[config.mk]
export PLATFORM = sky130hd
export DESIGN_NAME = obf_unwrap_top
export DESIGN_NICKNAME = d
export VERILOG_FILES = /design/src/logic/unwrap_pkg.sv /design/src/logic/lane_if.sv /design/src/logic/obf_unwrap_top.sv /design/src/logic/result_collect.sv /design/src/logic/unwrap_lane.sv /design/src/logic/seed_dispatch.sv /design/src/logic/axil_regs.sv
export SDC_FILE = /design/constraint.sdc
export NUM_CORES = 1
export LEC_CHECK = 0
export BUFFER_PORTS_ARGS = -buffer_cell sky130_fd_sc_hd__buf_4
export CELL_PAD_IN_SITES_DETAIL_PLACEMENT = 1
export CELL_PAD_IN_SITES_GLOBAL_PLACEMENT = 1
export CORE_ASPECT_RATIO = 1.75
export CORE_UTILIZATION = 50
export CTS_CLUSTER_DIAMETER = 150
export DETAILED_ROUTE_END_ITERATION = 10
export PLACE_DENSITY = 0.8
export SYNTH_ARGS = -nofsm -noshare
export SYNTH_HDL_FRONTEND = slang
export SYNTH_SLANG_ARGS = --single-unit
[constraint.sdc]
create_clock -name core_clk -period 15.45 [get_ports core_clk]
set_clock_uncertainty 0.15 [all_clocks]
set_input_delay 1.545 -clock core_clk [delete_from_list [all_inputs] [get_ports core_clk]]
set_output_delay 1.545 -clock core_clk [all_outputs]
set_load 0.05 [all_outputs]
[src/logic/unwrap_pkg.sv]
// Key unwrap package with sizes, mixing constants, address map and AXI response codes
package unwrap_pkg;

    // Lane count is fixed by the four seed and result slots of the map
    localparam int NUM_LANES = 4;
    localparam int ROUNDS    = 4;
    localparam int ROUND_W   = $clog2(ROUNDS);
    localparam int DATA_W    = 32;
    localparam int ADDR_W    = 8;

    localparam logic [DATA_W-1:0] MIX_CONST = 32'h9e37_79b9;

    // Region codes in address bits 7:6
    localparam logic [1:0] REGION_SEED   = 2'd0;
    localparam logic [1:0] REGION_RESULT = 2'd1;
    localparam logic [1:0] REGION_CTRL   = 2'd2;

    // Register selects inside the control region
    localparam logic [3:0] CTRL_SEL_CONTROL = 4'd0;
    localparam logic [3:0] CTRL_SEL_STATUS  = 4'd1;

    localparam logic [1:0] RESP_OKAY   = 2'b00;
    localparam logic [1:0] RESP_SLVERR = 2'b10;
    localparam logic [1:0] RESP_DECERR = 2'b11;

    // One register address, seen either as a slot or as a control register
    typedef union packed {
        struct packed {
            logic [1:0] region;
            logic [1:0] lane;
            logic [1:0] unused;
            logic [1:0] byte_off;
        } slot;
        struct packed {
            logic [1:0] region;
            logic [3:0] sel;
            logic [1:0] byte_off;
        } ctrl;
    } reg_addr_u;

endpackage
[src/logic/lane_if.sv]
// Lane interface carrying launch, seed and key out and done with result back
`timescale 1ns/1ps

interface lane_if import unwrap_pkg::*; ();

    logic              start;
    logic [DATA_W-1:0] seed;
    logic [DATA_W-1:0] key;
    logic              done;
    logic [DATA_W-1:0] result;

    // Dispatcher side
    modport feed (
        output start, seed, key
    );

    modport lane (
        input  start, seed, key,
        output done, result
    );

    // Collector only watches the return path
    modport drain (
        input done, result
    );

endinterface

[src/logic/obf_unwrap_top.sv]
// Key unwrap top level joining the AXI4-Lite registers, dispatcher, lanes and collector
`timescale 1ns/1ps

module obf_unwrap_top import unwrap_pkg::*; (
    input  logic                             core_clk,
    input  logic                             rst_n,
    input  logic [NUM_LANES-1:0][DATA_W-1:0] obf_key,

    // AXI4-Lite subordinate
    input  logic [ADDR_W-1:0]                awaddr,
    input  logic                             awvalid,
    output logic                             awready,
    input  logic [DATA_W-1:0]                wdata,
    input  logic [DATA_W/8-1:0]              wstrb,
    input  logic                             wvalid,
    output logic                             wready,
    output logic [1:0]                       bresp,
    output logic                             bvalid,
    input  logic                             bready,
    input  logic [ADDR_W-1:0]                araddr,
    input  logic                             arvalid,
    output logic                             arready,
    output logic [DATA_W-1:0]                rdata,
    output logic [1:0]                       rresp,
    output logic                             rvalid,
    input  logic                             rready
);

    logic                             start;
    logic                             busy;
    logic                             done;
    logic                             finish;
    logic [NUM_LANES-1:0][DATA_W-1:0] seeds;
    logic [NUM_LANES-1:0][DATA_W-1:0] results;

    lane_if lane_bus [NUM_LANES] ();

    axil_regs i_axil_regs (
        .core_clk (core_clk),
        .rst_n    (rst_n),
        .awaddr   (awaddr),
        .awvalid  (awvalid),
        .awready  (awready),
        .wdata    (wdata),
        .wstrb    (wstrb),
        .wvalid   (wvalid),
        .wready   (wready),
        .bresp    (bresp),
        .bvalid   (bvalid),
        .bready   (bready),
        .araddr   (araddr),
        .arvalid  (arvalid),
        .arready  (arready),
        .rdata    (rdata),
        .rresp    (rresp),
        .rvalid   (rvalid),
        .rready   (rready),
        .busy     (busy),
        .done     (done),
        .results  (results),
        .start    (start),
        .seeds    (seeds)
    );

    seed_dispatch i_seed_dispatch (
        .core_clk (core_clk),
        .rst_n    (rst_n),
        .start    (start),
        .seeds    (seeds),
        .obf_key  (obf_key),
        .finish   (finish),
        .busy     (busy),
        .lanes    (lane_bus)
    );

    // One lane per key word
    for (genvar gi = 0; gi < NUM_LANES; gi++) begin : g_lane
        unwrap_lane i_unwrap_lane (
            .core_clk (core_clk),
            .rst_n    (rst_n),
            .lane     (lane_bus[gi])
        );
    end

    result_collect i_result_collect (
        .core_clk (core_clk),
        .rst_n    (rst_n),
        .lanes    (lane_bus),
        .start    (start),
        .results  (results),
        .done     (done),
        .finish   (finish)
    );

endmodule

[src/logic/result_collect.sv]
// Result collector latching lane outputs, keeping sticky done and ending the run
`timescale 1ns/1ps

module result_collect import unwrap_pkg::*; (
    input  logic                             core_clk,
    input  logic                             rst_n,
    lane_if.drain                            lanes [NUM_LANES],
    input  logic                             start,
    output logic [NUM_LANES-1:0][DATA_W-1:0] results,
    output logic                             done,
    output logic                             finish
);

    logic [NUM_LANES-1:0] lane_done;
    logic [NUM_LANES-1:0] reported;
    logic [NUM_LANES-1:0] reported_next;

    for (genvar gi = 0; gi < NUM_LANES; gi++) begin : g_drain
        assign lane_done[gi] = lanes[gi].done;

        // Result words stay readable between runs
        always_ff @(posedge core_clk) begin
            if (!rst_n) begin
                results[gi] <= '0;
            end else if (lanes[gi].done) begin
                results[gi] <= lanes[gi].result;
            end
        end
    end

    assign reported_next = reported | lane_done;

    always_ff @(posedge core_clk) begin
        if (!rst_n) begin
            reported <= '0;
            done     <= 1'b0;
            finish   <= 1'b0;
        end else begin
            finish <= 1'b0;
            if (start) begin
                reported <= '0;
                done     <= 1'b0;
            end else if (&reported_next) begin
                // Last lane in, run complete
                reported <= '0;
                done     <= 1'b1;
                finish   <= 1'b1;
            end else begin
                reported <= reported_next;
            end
        end
    end

endmodule

[src/logic/unwrap_lane.sv]
// Unwrap lane applying the mixing round once per cycle over ROUNDS cycles
`timescale 1ns/1ps

module unwrap_lane import unwrap_pkg::*; (
    input  logic core_clk,
    input  logic rst_n,
    lane_if.lane lane
);

    logic               run;
    logic               done_q;
    logic [ROUND_W-1:0] round_cnt;
    logic [DATA_W-1:0]  word;
    logic [DATA_W-1:0]  key_q;

    // XOR with key, rotate left by 7, add constant
    function automatic logic [DATA_W-1:0] mix_round(input logic [DATA_W-1:0] w,
                                                    input logic [DATA_W-1:0] k);
        logic [DATA_W-1:0] x;
        x = w ^ k;
        return {x[DATA_W-8:0], x[DATA_W-1:DATA_W-7]} + MIX_CONST;
    endfunction

    function automatic logic [DATA_W-1:0] rotl3(input logic [DATA_W-1:0] k);
        return {k[DATA_W-4:0], k[DATA_W-1:DATA_W-3]};
    endfunction

    // Round control, first round happens on the start edge
    always_ff @(posedge core_clk) begin
        if (!rst_n) begin
            run       <= 1'b0;
            done_q    <= 1'b0;
            round_cnt <= '0;
        end else begin
            done_q <= 1'b0;
            if (lane.start) begin
                run       <= 1'b1;
                round_cnt <= ROUND_W'(1);
            end else if (run) begin
                round_cnt <= round_cnt + 1'b1;
                if (round_cnt == ROUND_W'(ROUNDS - 1)) begin
                    run    <= 1'b0;
                    done_q <= 1'b1;
                end
            end
        end
    end

    always_ff @(posedge core_clk) begin
        if (lane.start) begin
            word  <= mix_round(lane.seed, lane.key);
            key_q <= rotl3(lane.key);
        end else if (run) begin
            word  <= mix_round(word, key_q);
            key_q <= rotl3(key_q);
        end
    end

    // Word holds after the last round
    assign lane.done   = done_q;
    assign lane.result = word;

endmodule

[src/logic/seed_dispatch.sv]
// Run dispatcher holding busy, latching key and seeds and launching every lane
`timescale 1ns/1ps

module seed_dispatch import unwrap_pkg::*; (
    input  logic                             core_clk,
    input  logic                             rst_n,
    input  logic                             start,
    input  logic [NUM_LANES-1:0][DATA_W-1:0] seeds,
    input  logic [NUM_LANES-1:0][DATA_W-1:0] obf_key,
    input  logic                             finish,
    output logic                             busy,
    lane_if.feed                             lanes [NUM_LANES]
);

    logic                             launch;
    logic [NUM_LANES-1:0][DATA_W-1:0] seed_q;
    logic [NUM_LANES-1:0][DATA_W-1:0] key_q;

    always_ff @(posedge core_clk) begin
        if (!rst_n) begin
            busy   <= 1'b0;
            launch <= 1'b0;
        end else begin
            // Lanes see start one cycle after the pulse
            launch <= start && !busy;
            if (start && !busy) begin
                busy <= 1'b1;
            end else if (finish) begin
                busy <= 1'b0;
            end
        end
    end

    // Key is sampled at start so the lanes see a stable word all run long
    always_ff @(posedge core_clk) begin
        if (start && !busy) begin
            seed_q <= seeds;
            key_q  <= obf_key;
        end
    end

    for (genvar gi = 0; gi < NUM_LANES; gi++) begin : g_feed
        assign lanes[gi].start = launch;
        assign lanes[gi].seed  = seed_q[gi];
        assign lanes[gi].key   = key_q[gi];
    end

endmodule

[src/logic/axil_regs.sv]
// AXI4-Lite register block with seed storage, result and status reads, error responses
`timescale 1ns/1ps

module axil_regs import unwrap_pkg::*; (
    input  logic                             core_clk,
    input  logic                             rst_n,

    input  logic [ADDR_W-1:0]                awaddr,
    input  logic                             awvalid,
    output logic                             awready,
    input  logic [DATA_W-1:0]                wdata,
    input  logic [DATA_W/8-1:0]              wstrb,
    input  logic                             wvalid,
    output logic                             wready,
    output logic [1:0]                       bresp,
    output logic                             bvalid,
    input  logic                             bready,
    input  logic [ADDR_W-1:0]                araddr,
    input  logic                             arvalid,
    output logic                             arready,
    output logic [DATA_W-1:0]                rdata,
    output logic [1:0]                       rresp,
    output logic                             rvalid,
    input  logic                             rready,

    input  logic                             busy,
    input  logic                             done,
    input  logic [NUM_LANES-1:0][DATA_W-1:0] results,
    output logic                             start,
    output logic [NUM_LANES-1:0][DATA_W-1:0] seeds
);

    reg_addr_u         waddr_u;
    reg_addr_u         raddr_u;
    logic              wr_accept;
    logic              rd_accept;
    logic              w_slot_ok;
    logic              r_slot_ok;
    logic              seed_we;
    logic              start_req;
    logic [1:0]        wr_resp;
    logic [1:0]        rd_resp;
    logic [DATA_W-1:0] rd_data;

    assign waddr_u = awaddr;
    assign raddr_u = araddr;

    // Address and data are taken together, and only once the last B is gone
    assign awready   = awvalid && wvalid && !bvalid;
    assign wready    = awready;
    assign wr_accept = awready;

    assign arready   = !rvalid;
    assign rd_accept = arvalid && arready;

    // Slots are word aligned with the spare bits clear
    assign w_slot_ok = (waddr_u.slot.unused == 2'b00) && (waddr_u.slot.byte_off == 2'b00);
    assign r_slot_ok = (raddr_u.slot.unused == 2'b00) && (raddr_u.slot.byte_off == 2'b00);

    // Write decode
    always_comb begin
        wr_resp   = RESP_DECERR;
        seed_we   = 1'b0;
        start_req = 1'b0;
        case (waddr_u.slot.region)
            REGION_SEED: begin
                if (w_slot_ok) begin
                    // Seeds are frozen while a run is in flight
                    wr_resp = busy ? RESP_SLVERR : RESP_OKAY;
                    seed_we = !busy;
                end
            end
            REGION_RESULT: begin
                if (w_slot_ok) begin
                    wr_resp = RESP_SLVERR;
                end
            end
            REGION_CTRL: begin
                if (waddr_u.ctrl.byte_off == 2'b00) begin
                    if (waddr_u.ctrl.sel == CTRL_SEL_CONTROL) begin
                        wr_resp   = busy ? RESP_SLVERR : RESP_OKAY;
                        start_req = !busy && wstrb[0] && wdata[0];
                    end else if (waddr_u.ctrl.sel == CTRL_SEL_STATUS) begin
                        wr_resp = RESP_SLVERR;
                    end
                end
            end
            default: begin
                wr_resp = RESP_DECERR;
            end
        endcase
    end

    // Read decode
    always_comb begin
        rd_resp = RESP_DECERR;
        rd_data = '0;
        case (raddr_u.slot.region)
            REGION_SEED: begin
                if (r_slot_ok) begin
                    rd_resp = RESP_OKAY;
                    rd_data = seeds[raddr_u.slot.lane];
                end
            end
            REGION_RESULT: begin
                if (r_slot_ok) begin
                    rd_resp = RESP_OKAY;
                    rd_data = results[raddr_u.slot.lane];
                end
            end
            REGION_CTRL: begin
                if (raddr_u.ctrl.byte_off == 2'b00) begin
                    if (raddr_u.ctrl.sel == CTRL_SEL_CONTROL) begin
                        // Start bit is self clearing
                        rd_resp = RESP_OKAY;
                    end else if (raddr_u.ctrl.sel == CTRL_SEL_STATUS) begin
                        rd_resp      = RESP_OKAY;
                        rd_data[1:0] = {busy, done};
                    end
                end
            end
            default: begin
                rd_resp = RESP_DECERR;
            end
        endcase
    end

    // Handshake state and start pulse
    always_ff @(posedge core_clk) begin
        if (!rst_n) begin
            bvalid <= 1'b0;
            rvalid <= 1'b0;
            start  <= 1'b0;
        end else begin
            start <= wr_accept && start_req;
            if (wr_accept) begin
                bvalid <= 1'b1;
            end else if (bready) begin
                bvalid <= 1'b0;
            end
            if (rd_accept) begin
                rvalid <= 1'b1;
            end else if (rready) begin
                rvalid <= 1'b0;
            end
        end
    end

    // Response payloads
    always_ff @(posedge core_clk) begin
        if (wr_accept) begin
            bresp <= wr_resp;
        end
        if (rd_accept) begin
            rdata <= rd_data;
            rresp <= rd_resp;
        end
    end

    // Seed words with byte enables
    always_ff @(posedge core_clk) begin
        if (!rst_n) begin
            seeds <= '0;
        end else if (wr_accept && seed_we) begin
            for (int b = 0; b < DATA_W/8; b++) begin
                if (wstrb[b]) begin
                    seeds[waddr_u.slot.lane][8*b +: 8] <= wdata[8*b +: 8];
                end
            end
        end
    end

endmodule

# Yosys cells after proc, flatten, opt, wreduce, memory -nomap -nowiden
# Index checks and enable logic that the tools add are counted.
# classes
add_sub_neg	12
magnitude_cmp	3
eq_ne	10
mux	97
n_bitwise	14
reduce_logical	38
# op_table
op	n
128-bit two-way mux	10
32-bit two-way mux	21
128-bit bitwise mux	4
32-bit adder, second input constant	8
32-bit demux with 2-bit select	4
32-bit XOR	8
32-bit binary-select mux with 2-bit select	2
30-bit case mux with 2 select lines	1
1-bit two-way mux	38
24-bit two-way mux	1
2-bit two-way mux	11
16-bit two-way mux	1
3-bit OR reduction	5
2-bit nonzero test	7
2-bit equality test, second input constant	6
2-bit logical NOT	6
2-bit case mux with 3 select lines	2
1-bit logical AND	11
2-bit by 1-bit adder with 2-bit output, second input constant	4
4-bit by 1-bit equality test with 1-bit output, second input constant	2
4-bit logical NOT	2
8-bit two-way mux	1
2-bit by 3-bit < comparator with 1-bit output, second input constant	2
2-bit OR reduction	3
7 further kinds	14
# totals
reg_bits	831
inputBits	187
out_inout_bits	41
wordCells	225

# Longest topological paths before layout
# Gate-level depths: netlist (run 1).
# depth
ltp_word	18
ltp_mapped	14
mapped_depth_nobuf	11

# Modules after synthesis
# From an unflattened synthesis (run 1), not the netlist that was laid out.
# unflattened
hier_cells	2710
area_unflattened_um2	37657.4
# by_module_without_submodules
module	instances	cells_per_inst	area_each_um2	seq_area_each_um2
unwrap_lane (g_lane[0].i_unwrap_lane ...)	3	338	4091.4	2001.9
axil_regs	1	668	8348.0	3673.5
seed_dispatch	1	265	7786.2	7727.4
result_collect	1	433	5026.1	2682.6
unwrap_lane (g_lane[3].i_unwrap_lane)	1	330	4222.8	2001.9

# Least setup slack after synthesis (run 1)
# OpenSTA, ideal clock, no wires.
# synth_path
path_kind	reg-to-reg
from	reg i_seed_dispatch.busy
to	reg i_seed_dispatch.launch (netlist: i_seed_dispatch.lanes[0].start)
setup_time_ns	0.125
arrival_time_ns	12.431
setup_slack_ns	2.744
path_stages_with_launch	3
n_path_buf	0
synth_period_minus_slack_ns	12.706
cell_sequence	dfxtp_1 > nor2b_1 > and2_1
# synth_via
elab_chain_len	2
# synth_lines
item	line_no	source
start, declared	seed_dispatch.sv:11	output logic busy,
start signal, assigned	seed_dispatch.sv:21	busy <= 1'b0;
start signal, assigned	seed_dispatch.sv:27	busy <= 1'b1;
start signal, assigned	seed_dispatch.sv:29	busy <= 1'b0;
1-bit logical NOT	seed_dispatch.sv:25	launch <= start && !busy;
1-bit logical AND	seed_dispatch.sv:25	
end signal, assigned	seed_dispatch.sv:25	
end, declared	seed_dispatch.sv:15	logic launch;
# No other way between the ends.
# A chain may end at the register's enable or synchronous reset.

# Final worst setup path (run 1)
# layout_path
from	reg i_seed_dispatch.launch (netlist: i_seed_dispatch.lanes[0].start)
to	reg g_lane[1].i_unwrap_lane.word[30] (data pin)
# layout_via
elab_chain_len	1
# layout_lines
item	line_no	source
32-bit two-way mux	unwrap_lane.sv:50	if (lane.start) begin
end signal, assigned	unwrap_lane.sv:51	word <= mix_round(lane.seed, lane.key);
end signal, assigned	unwrap_lane.sv:54	word <= mix_round(word, key_q);
end, declared	unwrap_lane.sv:13	logic [DATA_W-1:0] word;
# No other way between the ends.

==> results.sh, run 1 <==
export IMPL_dp_hpwl_um=86800
export IMPL_grt_overflow_total=0
export IMPL_rsz0062_at_grt="false"
export IMPL_worst_r2r_path_depth=12
export IMPL_synth_cell_types=79
export IMPL_endpoint_kind="register"
export IMPL_worstPathRequired_ns=15.66
export IMPL_wire_per_inst_um=29.3
export IMPL_cts_repair_resized=0
export IMPL_n_fill_cell=7174
export IMPL_postCtsSetupBuffers=0
export IMPL_drive_gt1_share_pct=20.5
export IMPL_vias_per_cell=5.89
export IMPL_slew_violations=0
export IMPL_drc=0
export IMPL_num_nets_final=3180
export IMPL_hold_end="i_seed_dispatch.lanes[1].seed[3]"
export IMPL_root_buffer="clkbuf_16"
export IMPL_setup_viol=0
export IMPL_grt_pass1_wl_um=170000
export IMPL_row_count=132
export IMPL_initial_core_util_pct=50.4
export IMPL_dieArea_um2=75600
export IMPL_grt_max_degree=119
export IMPL_htreeDepth=3
export IMPL_power_per_cell_area_nw_per_um2=107
export IMPL_reg2reg_from="i_seed_dispatch.lanes[0].start"
export IMPL_clkTransAtPathRegs_ns=0.06
export IMPL_p_int_mw=3.58
export IMPL_max_clock_freq_mhz=198
export IMPL_first_pass_iters=5
export IMPL_finalCriticalPeriod_ns=5.04
export IMPL_switchingPower_mw=0.954
export IMPL_swShare_pct=21.0
export IMPL_ys_top_cells_by_count="edfxtp_1 (547), mux2i_1 (291), dfxtp_1 (283)"
export IMPL_hold_violations=0
export IMPL_synth_area_leader_cell="edfxtp_1"
export IMPL_hold_depth=0
export IMPL_synth_seq_area_share_pct=59.3
export IMPL_port_buffer_count=227
export IMPL_synth_flop_cell="edfxtp_1"
export IMPL_hold_path_startpoint="i_axil_regs.seeds[35]"
export IMPL_synth_area_per_cell_um2=13.4
export IMPL_critPathKind="register to register"
export IMPL_holdCritPathClass="register to register"
export IMPL_rr_endpoint="g_lane[1].i_unwrap_lane.lane.result[30]"
export IMPL_wirelength_um=117000
export IMPL_fin_crit_sh_pct=32.6
export IMPL_p_leak_nw=15.2
export IMPL_comb_power_share_pct=2.9
export IMPL_cts_hold_buf=0
export IMPL_synthCells=2781
export IMPL_status="complete, no violations"
export IMPL_fp_dieW_um=208
export IMPL_timing_reg2reg_setup_slack_ns=10.41
export IMPL_clockBufferDepth=3
export IMPL_ios=228
export IMPL_track_usage_pct=31.2
export IMPL_die_y_um=363
export IMPL_globalplace_congestion=0.915
export IMPL_synth_ff_latch_count=830
export IMPL_synth_area_leaders="edfxtp_1 (44%), dfxtp_1 (15%), mux2i_1 (7.8%)"
export IMPL_cts_tree="done"
export IMPL_power_mw=4.53
export IMPL_pwr_share_clk_pct=45.3
export IMPL_pwr_share_seq_pct=51.8
export IMPL_core_area_um2=73800
export IMPL_async_flop_share_pct=0
export IMPL_setup_tns_final_ns=0
export IMPL_area_delta_synth_final_pct=14.0
export IMPL_first_global_vias=25401
export IMPL_worstSetupStartpointType="register"
export IMPL_cp_max_fo=49
export IMPL_slew_headroom_pct=28.1
export IMPL_clkSinkCount=830
export IMPL_first_iter_violations=1640
export IMPL_yosys_area_top_type_share_pct=44.1
export IMPL_synth_nets=2976
export IMPL_worst_pin_slew_ns=1.08
export IMPL_cap_violations=0
export IMPL_numCtsBuffers=80
export IMPL_vias=23503
export IMPL_cp_data_arrival_time_ns=5.25
export IMPL_peakVddDrop_v=0.0000969
export IMPL_yosysWarnings=0
export IMPL_antenna_found_initial=8
export IMPL_yosysMostFrequentCell="edfxtp_1"
export IMPL_drtAntennaViolNets=0
export IMPL_clock_latency_ns=0.65
export IMPL_synth_area_um2=37200
export IMPL_synth_edff_count=547
==> layout by cell type, fill, tap and decap left out, drive strengths merged, types with 17 or more instances in the layout <==
master	n
edfxtp	547
mux4	64
nand2b	17
nand2	188
nor2	114
dfxtp	283
a21oi	35
buf	252
clkbuf	115
clkinv	24
mux2i	297
mux2	135
a21boi	112
nand3	121
xnor2	246
nor3	19
inv	18
xor2	120
o21ai	35
nor2b	168
==> sequential cells by signal, indices dropped and copies added, names as in the netlist, 2 cells and up <==
| register | count |
|---|---|
| g_lane.i_unwrap_lane.key_q | 128 |
| g_lane.i_unwrap_lane.lane.result | 128 |
| i_axil_regs.seeds | 128 |
| i_result_collect.results | 128 |
| i_seed_dispatch.lanes.key | 128 |
| i_seed_dispatch.lanes.seed | 128 |
| i_axil_regs.rdata | 32 |
| g_lane.i_unwrap_lane.round_cnt | 8 |
| g_lane.i_unwrap_lane.lane.done | 4 |
| g_lane.i_unwrap_lane.run | 4 |
| i_result_collect.reported | 4 |
| i_axil_regs.bresp | 2 |
==> power by group through the flow <==
stage | clock network [mW] | logic (mW) | registers [mW]
6_report | 2.05 | 0.130 | 2.35
5_1_grt | 2.16 | 0.135 | 2.35
4_1_cts | 2.08 | 0.130 | 2.35
3_5_place_dp | 0 | 0.129 | 2.40
3_3_place_gp | 0 | 0.127 | 2.40
2_1_floorplan | 0 | 0.0443 | 2.42
==> final cells by class <==
type                       instances  area, um^2  area share (%)
antenna                            1        2.50         0.00589
clock buffer                     115        2410            5.69
clock inverter                    33         308           0.725
inverter                          15        63.8           0.150
multi-input combinational       1806       14500            34.1
sequential                       830       22100            52.1
tap                              938        1170            2.76
timing repair buffer             252        1900            4.47
==> how the worst max path moves through the flow <==
stage / start / end / slack, ns / cells past startpoint
after floorplan: i_seed_dispatch.busy / i_seed_dispatch.lanes[0].start / 2.74 / 2
after global placement: awaddr[3] / i_axil_regs.seeds[104] / 10.46 / 8
after detailed placement: awaddr[3] / i_axil_regs.seeds[111] / 10.27 / 8
after CTS: i_seed_dispatch.lanes[0].start / g_lane[1].i_unwrap_lane.lane.result[30] / 10.46 / 11
after global routing: i_seed_dispatch.lanes[0].start / g_lane[1].i_unwrap_lane.lane.result[30] / 10.23 / 12
final: i_seed_dispatch.lanes[0].start / g_lane[1].i_unwrap_lane.lane.result[30] / 10.41 / 12
==> stage by stage <==
stage | cell area, um^2 | std cells | hold slack [ns] | setup slack, ns | utilization (%)
finish | 42500 | 3990 | 0.304 | 10.41 | 57.5
global route | 42400 | 3989 | 0.327 | 10.23 | 57.5
CTS | 42400 | 3989 | 0.306 | 10.46 | 57.5
detailed placement | 39700 | 3841 | 0.293 | 10.27 | 53.8
global placement | 39700 | 3841 | 0.290 | 10.46 | 53.8
floorplan | 37200 | 2781 | 0.275 | 2.74 | -
==> critical path, cell delays in order, from the launching register on <==
cell      delay [ns]
dfxtp_4         0.49
inv_8           0.39
buf_4           0.71
mux2_2          0.52
inv_1           0.11
ha_1            0.23
nand2_1         0.08
o22ai_1         0.32
o41ai_1         0.13
a21oi_1         0.80
o211ai_1        0.29
a31oi_1         0.28
xor2_1          0.12
==> kinds of logic after synthesis <==
group	count (synthesis)	synth area share [%]
buffers and inverters	145	1.79
adder cells (fa/ha/maj)	8	0.269
multiplexers	496	16.0
AND/OR/NAND/NOR	693	9.34
XOR/XNOR	366	8.61
flip-flops	830	59.3
AO/OA/AOI/OAI	243	4.64
==> layer usage <==
metal	vias up	part of all wire (%)	GRT usage (%)	routed length (um)
li1	10434	-	-	-
met1	12035	37	35.6	43100
met3	247	4.8	3.81	5620
met4	6	6.3	18.8	7380
met2	781	52	55.7	60900
met5	-	0.030	0	35
Note: power is estimated with default switching activity, not from simulation.
==> run 2, diff against run 1 <==
clock period = 5.1 ns   (was 15.45 ns; I/O delays follow)
==> results.sh, run 2 (synthesized netlist as in run 1, its figures left out) <==
export IMPL_status="complete, no violations"
export IMPL_setup_viol=0
export IMPL_port_buffer_count=227
export IMPL_fp_dieW_um=208
export IMPL_worstSetupStartpointType="register"
export IMPL_htreeDepth=3
export IMPL_drc=0
export IMPL_cts_tree="done"
export IMPL_hold_ws_ns=0.0255
export IMPL_hold_violations=0
export IMPL_first_global_vias=26412
export IMPL_clkSinkCount=830
export IMPL_dieArea_um2=75600
export IMPL_dp_hpwl_um=91100
export IMPL_holdCritPathClass="primary input to register"
export IMPL_rsz0062_at_grt="false"
export IMPL_core_area_um2=73800
export IMPL_worst_pin_slew_ns=1.10
export IMPL_cp_max_fo=54
export IMPL_worstPathRequired_ns=5.32
export IMPL_p_leak_nw=15.9
export IMPL_critPathKind="register to register"
export IMPL_clock_latency_ns=0.65
export IMPL_finalCriticalPeriod_ns=3.68
export IMPL_track_usage_pct=33.1
export IMPL_vias=24281
export IMPL_grt_overflow_total=0
export IMPL_antenna_found_initial=4
export IMPL_num_nets_final=3342
export IMPL_first_iter_violations=2092
export IMPL_power_per_cell_area_nw_per_um2=316
export IMPL_mostFrequentLayoutCells="edfxtp_1 (547), mux2i_1 (291), dfxtp_1 (278)"
export IMPL_first_pass_iters=5
export IMPL_clockBufferDepth=3
export IMPL_wire_per_inst_um=30.0
export IMPL_wirelength_um=125000
export IMPL_die_y_um=363
export IMPL_root_buffer="clkbuf_16"
export IMPL_peakVddDrop_v=0.000318
export IMPL_worst_r2r_path_depth=12
export IMPL_drive_gt1_share_pct=19.6
export IMPL_drtAntennaViolNets=0
export IMPL_cp_data_arrival_time_ns=3.90
export IMPL_grt_max_degree=137
export IMPL_globalplace_congestion=0.934
export IMPL_setup_tns_final_ns=0
export IMPL_vias_per_cell=5.85
export IMPL_numCtsBuffers=79
export IMPL_fin_crit_sh_pct=72.1
export IMPL_cap_violations=0
export IMPL_slew_violations=0
export IMPL_endpoint_kind="register"
export IMPL_max_clock_freq_mhz=272
export IMPL_final_common_cell="edfxtp_1"
export IMPL_area_delta_synth_final_pct=18.6
export IMPL_row_count=132
export IMPL_grt_pass1_wl_um=179000
export IMPL_ios=228
export IMPL_hold_depth=3
export IMPL_clkTransAtPathRegs_ns=0.07
export IMPL_initial_core_util_pct=50.4
export IMPL_slew_headroom_pct=26.4
run 2: cell count changes in the layout (fill, tap and decap cells not counted), sizes merged:
cell         previous run  this run
clkinv                 24        21
clkbuf                115       114
buf                   252       267
diode                   1         3
clkinvlp                1         2
bufinv                  5         7
dlygate4sd3             0       148
run 2: what timing repair did:
item,CTS,global route
resized for setup,0,0
endpoints found under the hold margin,147,0
setup endpoints to repair,0,0
buffers inserted,0,0
hold buffers,148,0
run 2: final cells by class:
| type | count | area [um^2] |
|---|---|---|
| Antenna cell | 3 | 7.51 |
| Clock buffer | 114 | 2390 |
| Clock inverter | 33 | 368 |
| Fill cell | 7039 | 29700 |
| Inverter | 15 | 63.8 |
| Multi-Input combinational cell | 1806 | 14500 |
| Sequential cell | 830 | 22100 |
| Tap cell | 938 | 1170 |
| Timing Repair Buffer | 415 | 3560 |
run 2: critical path: stages (launching register included):
cell	delay, ns
dfxtp_4	0.37
inv_8	0.37
buf_12	0.37
mux2i_1	0.41
ha_1	0.27
nand2_1	0.07
o22ai_1	0.31
o41ai_1	0.11
a21oi_1	0.17
buf_4	0.17
o211ai_1	0.20
a31oi_1	0.27
xor2_1	0.10
run 2: per-stage QoR:
step	instances	setup slack (ns)	power, mW	util, %	cell area, um^2
global placement	3856	1.60	7.66	54.1	39900
finish	4154	1.42	14.0	59.8	44200
CTS	4151	1.44	14.0	59.8	44200
detailed placement	3856	1.48	7.67	54.1	39900
floorplan	2781	0.260	7.45	-	37200
global route	4151	1.21	14.3	59.8	44200
run 2: worst paths after layout:
path / from / endpoint / slack, ns
min reg2reg: i_axil_regs.seeds[13] / i_seed_dispatch.lanes[0].seed[13] / 0.31
min: wdata[0] / i_axil_regs.seeds[0] / 0.03
max reg2reg: i_seed_dispatch.lanes[0].start / g_lane[3].i_unwrap_lane.lane.result[30] / 1.42
max: i_seed_dispatch.lanes[0].start / g_lane[3].i_unwrap_lane.lane.result[30] / 1.42
run 2: where the power goes:
part           internal (mW)  switching (mW)  total (mW)  leakage [nW]
sequential              7.11         0.00875        7.12          7.56
combinational          0.248           0.251       0.499          6.97
clock                   3.64            2.70        6.34          1.35
total                   11.0            2.96        14.0          15.9
run 2: layer usage:
metal  share of wire [%]  track usage, %
met4                 6.9            21.2
met2                  52            59.9
met5                   0               0
met3                 4.1            3.62
met1                  37            37.0
